<file path="config.mk">
export PLATFORM = sky130hd
export DESIGN_NAME = ifu_top
export DESIGN_NICKNAME = d
export VERILOG_FILES = /design/src/logic/ifu_pkg.sv /design/src/logic/fetch_req_ctrl.sv /design/src/logic/rdata_classifier.sv /design/src/logic/instr_queue.sv /design/src/logic/ifu_top.sv
export VERILOG_INCLUDE_DIRS = /design/src /design/src/logic
export SDC_FILE = /design/constraint.sdc
export NUM_CORES = 1
export LEC_CHECK = 0
export BUFFER_PORTS_ARGS = -buffer_cell sky130_fd_sc_hd__buf_2
export CORE_MARGIN = 2
export CORE_UTILIZATION = 56
export CTS_CLUSTER_DIAMETER = 100
export DETAILED_ROUTE_END_ITERATION = 8
export HOLD_SLACK_MARGIN = 0.02
export PLACE_DENSITY = 0.9
export RECOVER_POWER = 100
export SLEW_MARGIN = 20
export SYNTH_ARGS = -nofsm -noshare
export SYNTH_HDL_FRONTEND = slang
export SYNTH_SLANG_ARGS = --single-unit
export TNS_END_PERCENT = 10
</file>
<file path="constraint.sdc">
create_clock -name clk -period 8.4 [get_ports clk]
set_clock_uncertainty 0.05 [all_clocks]
set_input_delay 2.52 -clock clk [delete_from_list [all_inputs] [get_ports clk]]
set_output_delay 2.52 -clock clk [all_outputs]
set_load 0.05 [all_outputs]
</file>
<file path="src/logic/ifu_consts.svh">
//--------------------------------------------------------------------
// IFU constants
// Bus widths, halfword queue geometry and transaction counter size
//--------------------------------------------------------------------
`ifndef IFU_CONSTS_SVH
`define IFU_CONSTS_SVH

// Bus widths
`define IFU_XLEN        32          // Address width
`define IFU_DWIDTH      32          // Memory data width
`define IFU_HWIDTH      16          // One halfword

// Instruction queue
`define IFU_Q_HALVES    4           // Depth in halfwords
`define IFU_Q_PTR_W     3           // Index plus wrap bit
`define IFU_Q_FREE_W    3           // Holds 0 to 4

// Up to 7 transactions in flight
`define IFU_TXN_CNT_W   3

`endif

</file>
<file path="src/logic/ifu_pkg.sv">
//--------------------------------------------------------------------
// IFU package
// State, response and queue-write encodings plus the bundled buses
//--------------------------------------------------------------------
`default_nettype none
`include "ifu_consts.svh"

package ifu_pkg;

    typedef enum logic {
        fsm_idle,
        fsm_fetch
    } fetch_state_e;

    typedef enum logic [1:0] {
        resp_none,
        resp_rdy_ok,
        resp_rdy_er
    } mem_resp_e;

    typedef enum logic [1:0] {
        we_none,
        we_hi,                              // Upper 16 bits only
        we_full                             // Whole word
    } q_we_e;

    typedef enum logic {
        rdata_rvi_part2,                    // Lower half ends a 32-bit instruction
        rdata_other
    } rdata_type_e;

    // Named as <upper half>_<lower half>
    typedef enum logic [2:0] {
        ident_none,
        ident_rvi_hi_rvi_lo,
        ident_rvc_rvc,
        ident_rvi_lo_rvc,
        ident_rvc_rvi_hi,
        ident_rvi_lo_rvi_hi,
        ident_rvc_nv,                       // Lower half skipped after unaligned jump
        ident_rvi_lo_nv
    } rdata_ident_e;

    typedef struct packed {
        mem_resp_e                  resp;
        logic [`IFU_DWIDTH-1:0]     rdata;
    } imem_resp_t;

    typedef struct packed {
        q_we_e                      we;
        logic [`IFU_DWIDTH-1:0]     data;
        logic                       err;
    } q_write_t;

    typedef struct packed {
        logic [`IFU_DWIDTH-1:0]     instr;
        logic                       imem_err;
        logic                       err_rvi_hi;     // Fault on the second half only
    } fetch_instr_t;

endpackage : ifu_pkg

`default_nettype wire

</file>
<file path="src/logic/fetch_req_ctrl.sv">
//--------------------------------------------------------------------
// Fetch request control
// Idle/fetch FSM, word address generation, pending and discard counts
//--------------------------------------------------------------------
`timescale 1ns/1ps
`default_nettype none
`include "ifu_consts.svh"

module fetch_req_ctrl (
    input  logic                        clk,
    input  logic                        rst_n,
    input  logic                        new_pc_req,     // Jump, branch or trap
    input  logic [`IFU_XLEN-1:0]        new_pc,
    input  logic                        stop_fetch,
    input  logic                        imem_req_ack,
    input  ifu_pkg::imem_resp_t         imem_resp,
    input  logic [`IFU_Q_FREE_W-1:0]    free_words,     // After this cycle's read
    output logic                        imem_req,
    output logic [`IFU_XLEN-1:0]        imem_addr,
    output logic                        resp_accept,    // Response goes to the queue
    output logic                        flush,
    output logic                        ifu_busy
);

    ifu_pkg::fetch_state_e          state;
    logic [`IFU_XLEN-1:2]           addr_r;
    logic [`IFU_XLEN-1:2]           addr_base;
    logic [`IFU_TXN_CNT_W-1:0]      pend_cnt;           // Sent, not yet answered
    logic [`IFU_TXN_CNT_W-1:0]      pend_cnt_new;
    logic [`IFU_TXN_CNT_W-1:0]      disc_cnt;           // Answers still to drop
    logic [`IFU_TXN_CNT_W-1:0]      disc_cnt_new;
    logic [`IFU_TXN_CNT_W-1:0]      vd_pend_cnt;
    logic [`IFU_TXN_CNT_W-1:0]      req_inc;
    logic [`IFU_TXN_CNT_W-1:0]      resp_dec;
    logic                           req_acc;
    logic                           resp_is_ok;
    logic                           resp_is_er;
    logic                           resp_vld;
    logic                           discard;
    logic                           pend_full;

    //----------------------------------------------------------------
    // Memory request
    //----------------------------------------------------------------
    assign flush     = new_pc_req | stop_fetch;
    assign pend_full = &pend_cnt;

    // Room in the queue must cover every answer that will be kept
    assign imem_req = ~pend_full & ~stop_fetch
                    & (new_pc_req | ((state == ifu_pkg::fsm_fetch) & (free_words > vd_pend_cnt)));

    assign addr_base = new_pc_req ? new_pc[`IFU_XLEN-1:2] : addr_r;
    assign imem_addr = {addr_base, 2'b00};
    assign req_acc   = imem_req & imem_req_ack;

    always_ff @(posedge clk or negedge rst_n) begin
        if (!rst_n) begin
            addr_r <= '0;
        end else if (req_acc) begin
            addr_r <= addr_base + 1'b1;             // Next word after the one sent
        end else if (new_pc_req) begin
            addr_r <= new_pc[`IFU_XLEN-1:2];
        end
    end

    //----------------------------------------------------------------
    // Pending and discard counters
    //----------------------------------------------------------------
    assign resp_is_ok  = (imem_resp.resp == ifu_pkg::resp_rdy_ok);
    assign resp_is_er  = (imem_resp.resp == ifu_pkg::resp_rdy_er);
    assign resp_vld    = resp_is_ok | resp_is_er;
    assign discard     = |disc_cnt;
    assign resp_accept = resp_vld & ~discard;
    assign vd_pend_cnt = pend_cnt - disc_cnt;

    assign req_inc      = {{(`IFU_TXN_CNT_W-1){1'b0}}, req_acc};
    assign resp_dec     = {{(`IFU_TXN_CNT_W-1){1'b0}}, resp_vld};
    assign pend_cnt_new = pend_cnt + req_inc - resp_dec;

    always_comb begin
        if (flush) begin
            disc_cnt_new = pend_cnt_new - req_inc;  // Keep only this cycle's request
        end else if (resp_is_er & ~discard) begin
            disc_cnt_new = pend_cnt_new;            // Drop all after a fault
        end else if (resp_vld & discard) begin
            disc_cnt_new = disc_cnt - 1'b1;
        end else begin
            disc_cnt_new = disc_cnt;
        end
    end

    always_ff @(posedge clk or negedge rst_n) begin
        if (!rst_n) begin
            pend_cnt <= '0;
            disc_cnt <= '0;
        end else begin
            pend_cnt <= pend_cnt_new;
            disc_cnt <= disc_cnt_new;
        end
    end

    //----------------------------------------------------------------
    // FSM
    //----------------------------------------------------------------
    always_ff @(posedge clk or negedge rst_n) begin
        if (!rst_n) begin
            state <= ifu_pkg::fsm_idle;
        end else begin
            case (state)
                ifu_pkg::fsm_idle: begin
                    if (new_pc_req & ~stop_fetch) begin
                        state <= ifu_pkg::fsm_fetch;
                    end
                end
                ifu_pkg::fsm_fetch: begin
                    if (stop_fetch | (resp_is_er & ~discard & ~new_pc_req)) begin
                        state <= ifu_pkg::fsm_idle;
                    end
                end
            endcase
        end
    end

    assign ifu_busy = (state == ifu_pkg::fsm_fetch);

endmodule : fetch_req_ctrl

`default_nettype wire

</file>
<file path="src/logic/rdata_classifier.sv">
//--------------------------------------------------------------------
// Response classifier
// Sorts each kept memory word into RVC/RVI halves, issues queue writes
//--------------------------------------------------------------------
`timescale 1ns/1ps
`default_nettype none
`include "ifu_consts.svh"

module rdata_classifier (
    input  logic                    clk,
    input  logic                    rst_n,
    input  logic                    new_pc_req,
    input  logic                    new_pc_lo,      // Target is the upper halfword
    input  logic                    resp_accept,
    input  ifu_pkg::imem_resp_t     imem_resp,
    output ifu_pkg::q_write_t       q_write
);

    ifu_pkg::rdata_type_e       rdata_curr;
    ifu_pkg::rdata_type_e       rdata_next;
    ifu_pkg::rdata_ident_e      ident;
    logic                       start_hi;           // First word after unaligned jump
    logic                       resp_is_ok;
    logic                       resp_is_er;
    logic                       lo_rvi;
    logic                       hi_rvi;

    assign resp_is_ok = (imem_resp.resp == ifu_pkg::resp_rdy_ok);
    assign resp_is_er = (imem_resp.resp == ifu_pkg::resp_rdy_er);
    assign lo_rvi     = &imem_resp.rdata[1:0];
    assign hi_rvi     = &imem_resp.rdata[`IFU_HWIDTH+1:`IFU_HWIDTH];

    always_comb begin
        ident = ifu_pkg::ident_none;
        if (resp_is_ok & resp_accept) begin
            if (start_hi) begin
                ident = hi_rvi ? ifu_pkg::ident_rvi_lo_nv : ifu_pkg::ident_rvc_nv;
            end else if (rdata_curr == ifu_pkg::rdata_rvi_part2) begin
                ident = hi_rvi ? ifu_pkg::ident_rvi_lo_rvi_hi : ifu_pkg::ident_rvc_rvi_hi;
            end else if (lo_rvi) begin
                ident = ifu_pkg::ident_rvi_hi_rvi_lo;
            end else begin
                ident = hi_rvi ? ifu_pkg::ident_rvi_lo_rvc : ifu_pkg::ident_rvc_rvc;
            end
        end
    end

    // Upper half opens an RVI whose second half comes in the next word
    assign rdata_next = ((ident == ifu_pkg::ident_rvi_lo_nv)
                       | (ident == ifu_pkg::ident_rvi_lo_rvi_hi)
                       | (ident == ifu_pkg::ident_rvi_lo_rvc))
                      ? ifu_pkg::rdata_rvi_part2 : ifu_pkg::rdata_other;

    always_ff @(posedge clk or negedge rst_n) begin
        if (!rst_n) begin
            start_hi   <= 1'b0;
            rdata_curr <= ifu_pkg::rdata_other;
        end else if (new_pc_req) begin
            start_hi   <= new_pc_lo;
            rdata_curr <= ifu_pkg::rdata_other;
        end else if (resp_accept) begin
            start_hi   <= 1'b0;
            rdata_curr <= rdata_next;
        end
    end

    always_comb begin
        q_write.we   = ifu_pkg::we_none;
        q_write.data = imem_resp.rdata;
        q_write.err  = resp_is_er;
        if (resp_accept) begin
            if (resp_is_er) begin
                q_write.we = ifu_pkg::we_full;      // Both halves carry the fault
            end else begin
                case (ident)
                    ifu_pkg::ident_none:      q_write.we = ifu_pkg::we_none;
                    ifu_pkg::ident_rvc_nv,
                    ifu_pkg::ident_rvi_lo_nv: q_write.we = ifu_pkg::we_hi;
                    default:                  q_write.we = ifu_pkg::we_full;
                endcase
            end
        end
    end

endmodule : rdata_classifier

`default_nettype wire

</file>
<file path="src/logic/instr_queue.sv">
//--------------------------------------------------------------------
// Instruction queue
// Four-halfword buffer that presents one RVC or RVI instruction to decode
//--------------------------------------------------------------------
`timescale 1ns/1ps
`default_nettype none
`include "ifu_consts.svh"

module instr_queue (
    input  logic                        clk,
    input  logic                        rst_n,
    input  logic                        flush,
    input  ifu_pkg::q_write_t           q_write,
    input  logic                        idu_rdy,
    output logic [`IFU_Q_FREE_W-1:0]    free_words,
    output ifu_pkg::fetch_instr_t       instr,
    output logic                        instr_vd
);

    logic [`IFU_HWIDTH-1:0]     q_data [`IFU_Q_HALVES];
    logic                       q_err  [`IFU_Q_HALVES];
    logic [`IFU_Q_PTR_W-1:0]    rptr;
    logic [`IFU_Q_PTR_W-1:0]    wptr;
    logic [`IFU_Q_PTR_W-1:0]    rptr_next;
    logic [`IFU_Q_PTR_W-1:0]    wptr_next;
    logic [`IFU_Q_PTR_W-1:0]    occ_h;              // Occupied halfwords
    logic [`IFU_Q_FREE_W-1:0]   free_h;
    logic [`IFU_Q_PTR_W-2:0]    head_idx;
    logic [`IFU_Q_PTR_W-2:0]    next_idx;
    logic [`IFU_Q_PTR_W-2:0]    wr_idx;
    logic [`IFU_HWIDTH-1:0]     head_data;
    logic [`IFU_HWIDTH-1:0]     next_data;
    logic                       head_err;
    logic                       next_err;
    logic                       head_rvi;
    logic                       q_empty;
    logic                       rd_en;
    logic                       rd_half;            // Consume one halfword only

    //----------------------------------------------------------------
    // Head of queue
    //----------------------------------------------------------------
    assign q_empty   = (rptr == wptr);
    assign occ_h     = wptr - rptr;
    assign head_idx  = rptr[`IFU_Q_PTR_W-2:0];
    assign next_idx  = head_idx + 1'b1;
    assign head_data = q_data[head_idx];
    assign next_data = q_data[next_idx];
    assign head_err  = q_err[head_idx];
    assign next_err  = q_err[next_idx];
    assign head_rvi  = &head_data[1:0];

    always_comb begin
        instr_vd         = 1'b0;
        instr.imem_err   = 1'b0;
        instr.err_rvi_hi = 1'b0;
        instr.instr      = head_rvi ? {next_data, head_data}
                                    : {{(`IFU_DWIDTH-`IFU_HWIDTH){1'b0}}, head_data};
        if (!q_empty) begin
            if (occ_h == `IFU_Q_PTR_W'(1)) begin
                // A lone RVI half waits for its partner unless it faulted
                instr_vd       = ~head_rvi | head_err;
                instr.imem_err = head_err;
            end else begin
                instr_vd         = 1'b1;
                instr.imem_err   = head_err | (head_rvi & next_err);
                instr.err_rvi_hi = ~head_err & head_rvi & next_err;
            end
        end
    end

    //----------------------------------------------------------------
    // Pointers and free space
    //----------------------------------------------------------------
    assign rd_en   = instr_vd & idu_rdy;
    assign rd_half = ~head_rvi | head_err;
    assign wr_idx  = wptr[`IFU_Q_PTR_W-2:0];

    always_comb begin
        rptr_next = rptr;
        wptr_next = wptr;
        if (rd_en) begin
            rptr_next = rptr + (rd_half ? `IFU_Q_PTR_W'(1) : `IFU_Q_PTR_W'(2));
        end
        case (q_write.we)
            ifu_pkg::we_hi:   wptr_next = wptr + `IFU_Q_PTR_W'(1);
            ifu_pkg::we_full: wptr_next = wptr + `IFU_Q_PTR_W'(2);
            default:          wptr_next = wptr;
        endcase
    end

    assign free_h     = `IFU_Q_FREE_W'(`IFU_Q_HALVES) - `IFU_Q_FREE_W'(wptr - rptr_next);
    assign free_words = free_h >> 1;

    always_ff @(posedge clk or negedge rst_n) begin
        if (!rst_n) begin
            rptr <= '0;
            wptr <= '0;
        end else if (flush) begin
            rptr <= '0;                             // Empty on the next cycle
            wptr <= '0;
        end else begin
            rptr <= rptr_next;
            wptr <= wptr_next;
        end
    end

    //----------------------------------------------------------------
    // Storage
    //----------------------------------------------------------------
    always_ff @(posedge clk) begin
        if (!flush) begin
            case (q_write.we)
                ifu_pkg::we_hi: begin
                    q_data[wr_idx] <= q_write.data[`IFU_DWIDTH-1:`IFU_HWIDTH];
                    q_err[wr_idx]  <= q_write.err;
                end
                ifu_pkg::we_full: begin
                    q_data[wr_idx]        <= q_write.data[`IFU_HWIDTH-1:0];
                    q_err[wr_idx]         <= q_write.err;
                    q_data[wr_idx + 1'b1] <= q_write.data[`IFU_DWIDTH-1:`IFU_HWIDTH];
                    q_err[wr_idx + 1'b1]  <= q_write.err;
                end
                default: begin
                end
            endcase
        end
    end

endmodule : instr_queue

`default_nettype wire

</file>
<file path="src/logic/ifu_top.sv">
//--------------------------------------------------------------------
// Instruction fetch unit
// Request control, response classifier and halfword queue
//--------------------------------------------------------------------
`timescale 1ns/1ps
`default_nettype none
`include "ifu_consts.svh"

module ifu_top (
    input  logic                    clk,
    input  logic                    rst_n,
    input  logic                    new_pc_req,
    input  logic [`IFU_XLEN-1:0]    new_pc,
    input  logic                    stop_fetch,
    input  logic                    imem_req_ack,
    input  ifu_pkg::imem_resp_t     imem_resp,
    output logic                    imem_req,
    output logic [`IFU_XLEN-1:0]    imem_addr,
    input  logic                    idu_rdy,
    output ifu_pkg::fetch_instr_t   instr,
    output logic                    instr_vd,
    output logic                    ifu_busy
);

    logic                           resp_accept;
    logic                           flush;
    logic [`IFU_Q_FREE_W-1:0]       free_words;
    ifu_pkg::q_write_t              q_write;

    fetch_req_ctrl fetch_req_ctrl_i (
        .clk          (clk),
        .rst_n        (rst_n),
        .new_pc_req   (new_pc_req),
        .new_pc       (new_pc),
        .stop_fetch   (stop_fetch),
        .imem_req_ack (imem_req_ack),
        .imem_resp    (imem_resp),
        .free_words   (free_words),
        .imem_req     (imem_req),
        .imem_addr    (imem_addr),
        .resp_accept  (resp_accept),
        .flush        (flush),
        .ifu_busy     (ifu_busy)
    );

    rdata_classifier rdata_classifier_i (
        .clk          (clk),
        .rst_n        (rst_n),
        .new_pc_req   (new_pc_req),
        .new_pc_lo    (new_pc[1]),                  // Halfword select of the target
        .resp_accept  (resp_accept),
        .imem_resp    (imem_resp),
        .q_write      (q_write)
    );

    instr_queue instr_queue_i (
        .clk          (clk),
        .rst_n        (rst_n),
        .flush        (flush),
        .q_write      (q_write),
        .idu_rdy      (idu_rdy),
        .free_words   (free_words),
        .instr        (instr),
        .instr_vd     (instr_vd)
    );

endmodule : ifu_top

`default_nettype wire

</file>
==> impl.org <==
** Synth
- Cell count after synthesis :: 555
- Post-synth design cell area :: 0.00714 sq mm
- Number of enable flip-flop cells after synthesis :: 68
- Post-synthesis sequential element count :: 112
- In this run the mean area of a mapped cell was 12.9 sq um.
- Yosys warns :: 0
- Sequential elements use 44.0% of the synthesized area.
- Post-synthesis cell type count :: 58
- In the synthesized netlist the dominant register cell turns out to be sky130_fd_sc_hd__edfxtp_1.
- Proportion of register bits with asynchronous set or reset after synthesis :: 39.3%

** Critical path
- The worst register-to-register path begins at instr_queue_i.rptr[1].
- Data on the critical path is required at its endpoint by 5830 ps.
- The setup check on the worst reg-to-reg path leaves a slack of 1570 ps.
- The endpoint identified for the worst register-to-register timing path is fetch_req_ctrl_i.disc_cnt[2].
- Kind of end point of the critical path :: output port
- Measured in cells, the most critical reg-to-reg path has a length of 24.
- Data arrival time of the critical path :: 5570 ps
- Category of the most critical setup path :: input pin to output port
- Launch point of the worst path :: idu_rdy
- Element type at the critical path start :: input pin
- Along the worst path, the maximum fanout reaches 5.
- In this run the worst setup path terminates at imem_req.

** Clock tree
- Counting along the longest clock path gives a buffer depth of 2.
- CTS tree :: built
- Clock transition at path regs :: 80 ps
- The number of gates resized after CTS was 0.
- The later pin in the worst-skew pair is clocked with a latency of 360 ps.
- Hold repair after CTS inserted 0 buffers.
- Clock buffers created by TritonCTS :: 9
- Maximum level of the CTS H-tree :: 3
- Setup repair bufs after CTS :: 0
- Master cell of the clock root buffer :: sky130_fd_sc_hd__clkbuf_16
- Clock sink total :: 112

** Global routing
- Summed over all layers, the global routing overflow is 0.
- Entering global routing, the biggest net connects 45 pins.
- First-pass GRT wire length :: 25,800 microns
- The number of global-route vias before repair was 5,168.
- Initial antenna violation count :: 0
- Overall Global Routing Usage :: 24.6%

** Drt
- Number of nets with antenna violations after routing :: 0
- Dividing the detail-routed via count by the number of cells gives 5.93.
- DR pass1 iterations :: 5
- For this block, the routed nets add up to 16,400 microns of wire.
- Dividing the detail-routed wire length by the instance count gives 19.2 microns.
- Detailed-route DRC error count :: 0
- Number of vias in the routed layout :: 5,063
- Drt first-iter violations :: 379

** Cells and area
- Net total in the final layout :: 778
- 0 antenna diodes ended up in the layout.
- Non-filler instance count after layout :: 854
- Leaving out fill and tap cells, the most frequent cell in the layout is sky130_fd_sc_hd__buf_2.
- Relative to the synthesized area, the layout overhead comes to 13.5%.
- Registers take 0.00314 sq mm.
- In the final layout, the multi-input gates occupy 0.00365 sq mm.
- Cells with a size suffix above 1 make up 23.3% of the layout.
- Final cell area excluding filler cells :: 0.00810 sq mm
- Counting the fill cells in the layout gives 959.
- In the layout the commonest cells are 89 x sky130_fd_sc_hd__buf_2, 71 x sky130_fd_sc_hd__mux2_1, 68 x sky130_fd_sc_hd__edfxtp_1.

** Power and ir drop
- For this design the static power due to leakage is 3.16 nW.
- Portion of total power attributed to combinational logic :: 27.7%
- Part of the total power dissipated in sequential elements :: 42.6%
- The analysis attributes to net switching a power of 0.000519 W.
- The clock network accounts for 29.7% of the total power.
- PD cells :: 190 mW/mm^2
- Switching share of total power :: 33.6%
- Internal power summed over all cells :: 0.00102 W
- Worst voltage drop across the vdd grid :: 0.000164 V

** Die
- During I/O placement, the number of pins put on the boundary was 141.
- The die covers 0.0137 sq mm.
- X dimension of the die :: 117 microns
- Area of the core region :: 0.0125 sq mm
- Initial Utilization :: 57.0%
- Die height :: 117 microns
- The floorplan has 41 rows.

** STA
- After layout, the worst setup slack is 259 ps.
- For this run, the top clock speed supported by timing is 123 MHz.
- Hold Slack :: 539 ps
- Setup repair after global routing left no endpoint under its margin.
- Setup violations remaining at the end of the flow were counted as 0.
- The clock period could shrink to 8140 ps.
- For the final routed database, the setup TNS stands at 0 ps.
- Final critical-path share of the clock period :: 96.9%
- In this run the tightest slew margin relative to its limit is -61.6%.
- The number of slew-limit violations in the final report is 45.
- The final-report hold violation count came to 0.
- Transition time at the pin with the least slew margin :: 2420 ps

** Outcome
- The run finished, with violations left.
- Violated checks :: capacitance limit, slew limit

** Job
- Max-cap violations in this run came to 1.

** Placed design
- OpenSTA, run right after detailed placement, puts the worst setup slack at 165 ps.
- In this run the tool buffered the top-level ports with 137 buffer cells.
- Once placement completed, the tool counted placed cells totaling 838.
- DPL Wire Length :: 11,400 microns
- After detailed placement, the total cell area comes to 0.00788 sq mm.
- RePlAce Congestion :: 0.818

** Hold path
- Hold Path Class :: flop to flop
-- per-layer routing --
layer	part of all wire (%)	GRT usage, %	vias up
li1	-	-	2312
met1	40	29.8	2528
met2	51	44.5	203
met3	7.3	5.10	20
met4	1.2	7.45	0
met5	0	0	-
-- sequential cells by signal (all words and copies together), names as in the netlist, 3 cells and up --
register / count
fetch_req_ctrl_i.pend_cnt: 3
instr_queue_i.q_data: 64
instr_queue_i.rptr: 3
fetch_req_ctrl_i.disc_cnt: 3
fetch_req_ctrl_i.addr_r: 30
instr_queue_i.q_err: 4
instr_queue_i.wptr: 3
-- worst min-delay path by stage --
| stage | from | to | slack (ps) | cells after the start |
|---|---|---|---|---|
| floorplan | fetch_req_ctrl_i.disc_cnt[1] | fetch_req_ctrl_i.disc_cnt[1] | 480 | 2 |
| global placement | fetch_req_ctrl_i.ifu_busy | fetch_req_ctrl_i.ifu_busy | 500 | 2 |
| detailed placement | fetch_req_ctrl_i.addr_r[31] | fetch_req_ctrl_i.addr_r[31] | 530 | 2 |
| CTS | rdata_classifier_i.start_hi | rdata_classifier_i.start_hi | 540 | 2 |
| global route | fetch_req_ctrl_i.addr_r[31] | fetch_req_ctrl_i.addr_r[31] | 570 | 2 |
| finish | fetch_req_ctrl_i.addr_r[31] | fetch_req_ctrl_i.addr_r[31] | 540 | 2 |
-- worst max-delay path, cell delays in order --
cell and delay, ps:
sky130_fd_sc_hd__buf_2 80, sky130_fd_sc_hd__inv_1 60, sky130_fd_sc_hd__a311oi_4 300, sky130_fd_sc_hd__mux2_1 410, sky130_fd_sc_hd__ha_1 290, sky130_fd_sc_hd__ha_1 210, sky130_fd_sc_hd__xor2_1 150, sky130_fd_sc_hd__xnor2_1 190
sky130_fd_sc_hd__xnor2_1 170, sky130_fd_sc_hd__ha_1 280, sky130_fd_sc_hd__nor2b_1 150, sky130_fd_sc_hd__o31ai_2 380, sky130_fd_sc_hd__nor2_1 110, sky130_fd_sc_hd__clkbuf_2 260
-- area by class of cell --
| cell class | instances | share of cell area [%] |
|---|---|---|
| inverter | 33 | 1.53 |
| multi-input combinational | 380 | 45.1 |
| sequential | 112 | 38.8 |
| clock inverter | 7 | 1.10 |
| tap | 172 | 2.66 |
| clock buffer | 9 | 2.78 |
| timing repair buffer | 141 | 7.99 |
-- through the flow --
| stage | utilization, % | power [W] |
|---|---|---|
| after floorplan | - | 0.000981 |
| after detailed placement | 62.9 | 0.00109 |
| after global routing | 64.7 | 0.00161 |
| after CTS | 65.4 | 0.00155 |
| final | 64.7 | 0.00154 |
| after global placement | 62.9 | 0.00106 |
-- cells by family after synthesis --
logic type                 synth area share, %
and+or+nand+nor                           10.8
adders and majority gates                 5.40
AOI/OAI and AO/OA                         4.49
muxes                                     25.4
xor gates and xnor gates                  5.33
buffers and inverters                     4.47
DFF                                       44.0
other                                   0.0526
-- synthesized netlist by cell type (all sizes together), types with 3 or more instances --
library cell	n	area (sq um)
buf	25	173
nor2	19	71.3
nand3	18	90.1
mux2i	13	130
and3	16	100
clkbuf	6	22.5
mux4	32	721
fa	3	60.1
o21ai	10	50.1
nor3	5	30.0
ha	26	325
xnor2	30	263
nor3b	3	22.5
nand3b	4	30.0
nor2b	4	25.0
xor2	8	70.1
edfxtp	68	2040
a21oi	8	40.0
nand2b	7	43.8
a22o	5	43.8
nand4	8	56.3
mux2	85	961
a221oi	3	26.3
a31oi	5	31.3
inv	32	120
nand2	27	101
nand4b	8	70.1
dfrtp	44	1100
and2	7	46.3
-- power by group through the flow --
| stage | Sequential, W | Combinational (W) | Clock (W) |
|---|---|---|---|
| floorplan | 0.000659 | 0.000321 | 0 |
| global placement | 0.000665 | 0.000399 | 0 |
| detailed placement | 0.000668 | 0.000425 | 0 |
| CTS | 0.000657 | 0.000429 | 0.000462 |
| global route | 0.000663 | 0.000466 | 0.000481 |
| finish | 0.000657 | 0.000427 | 0.000458 |
(Power assumes the default switching activity.)
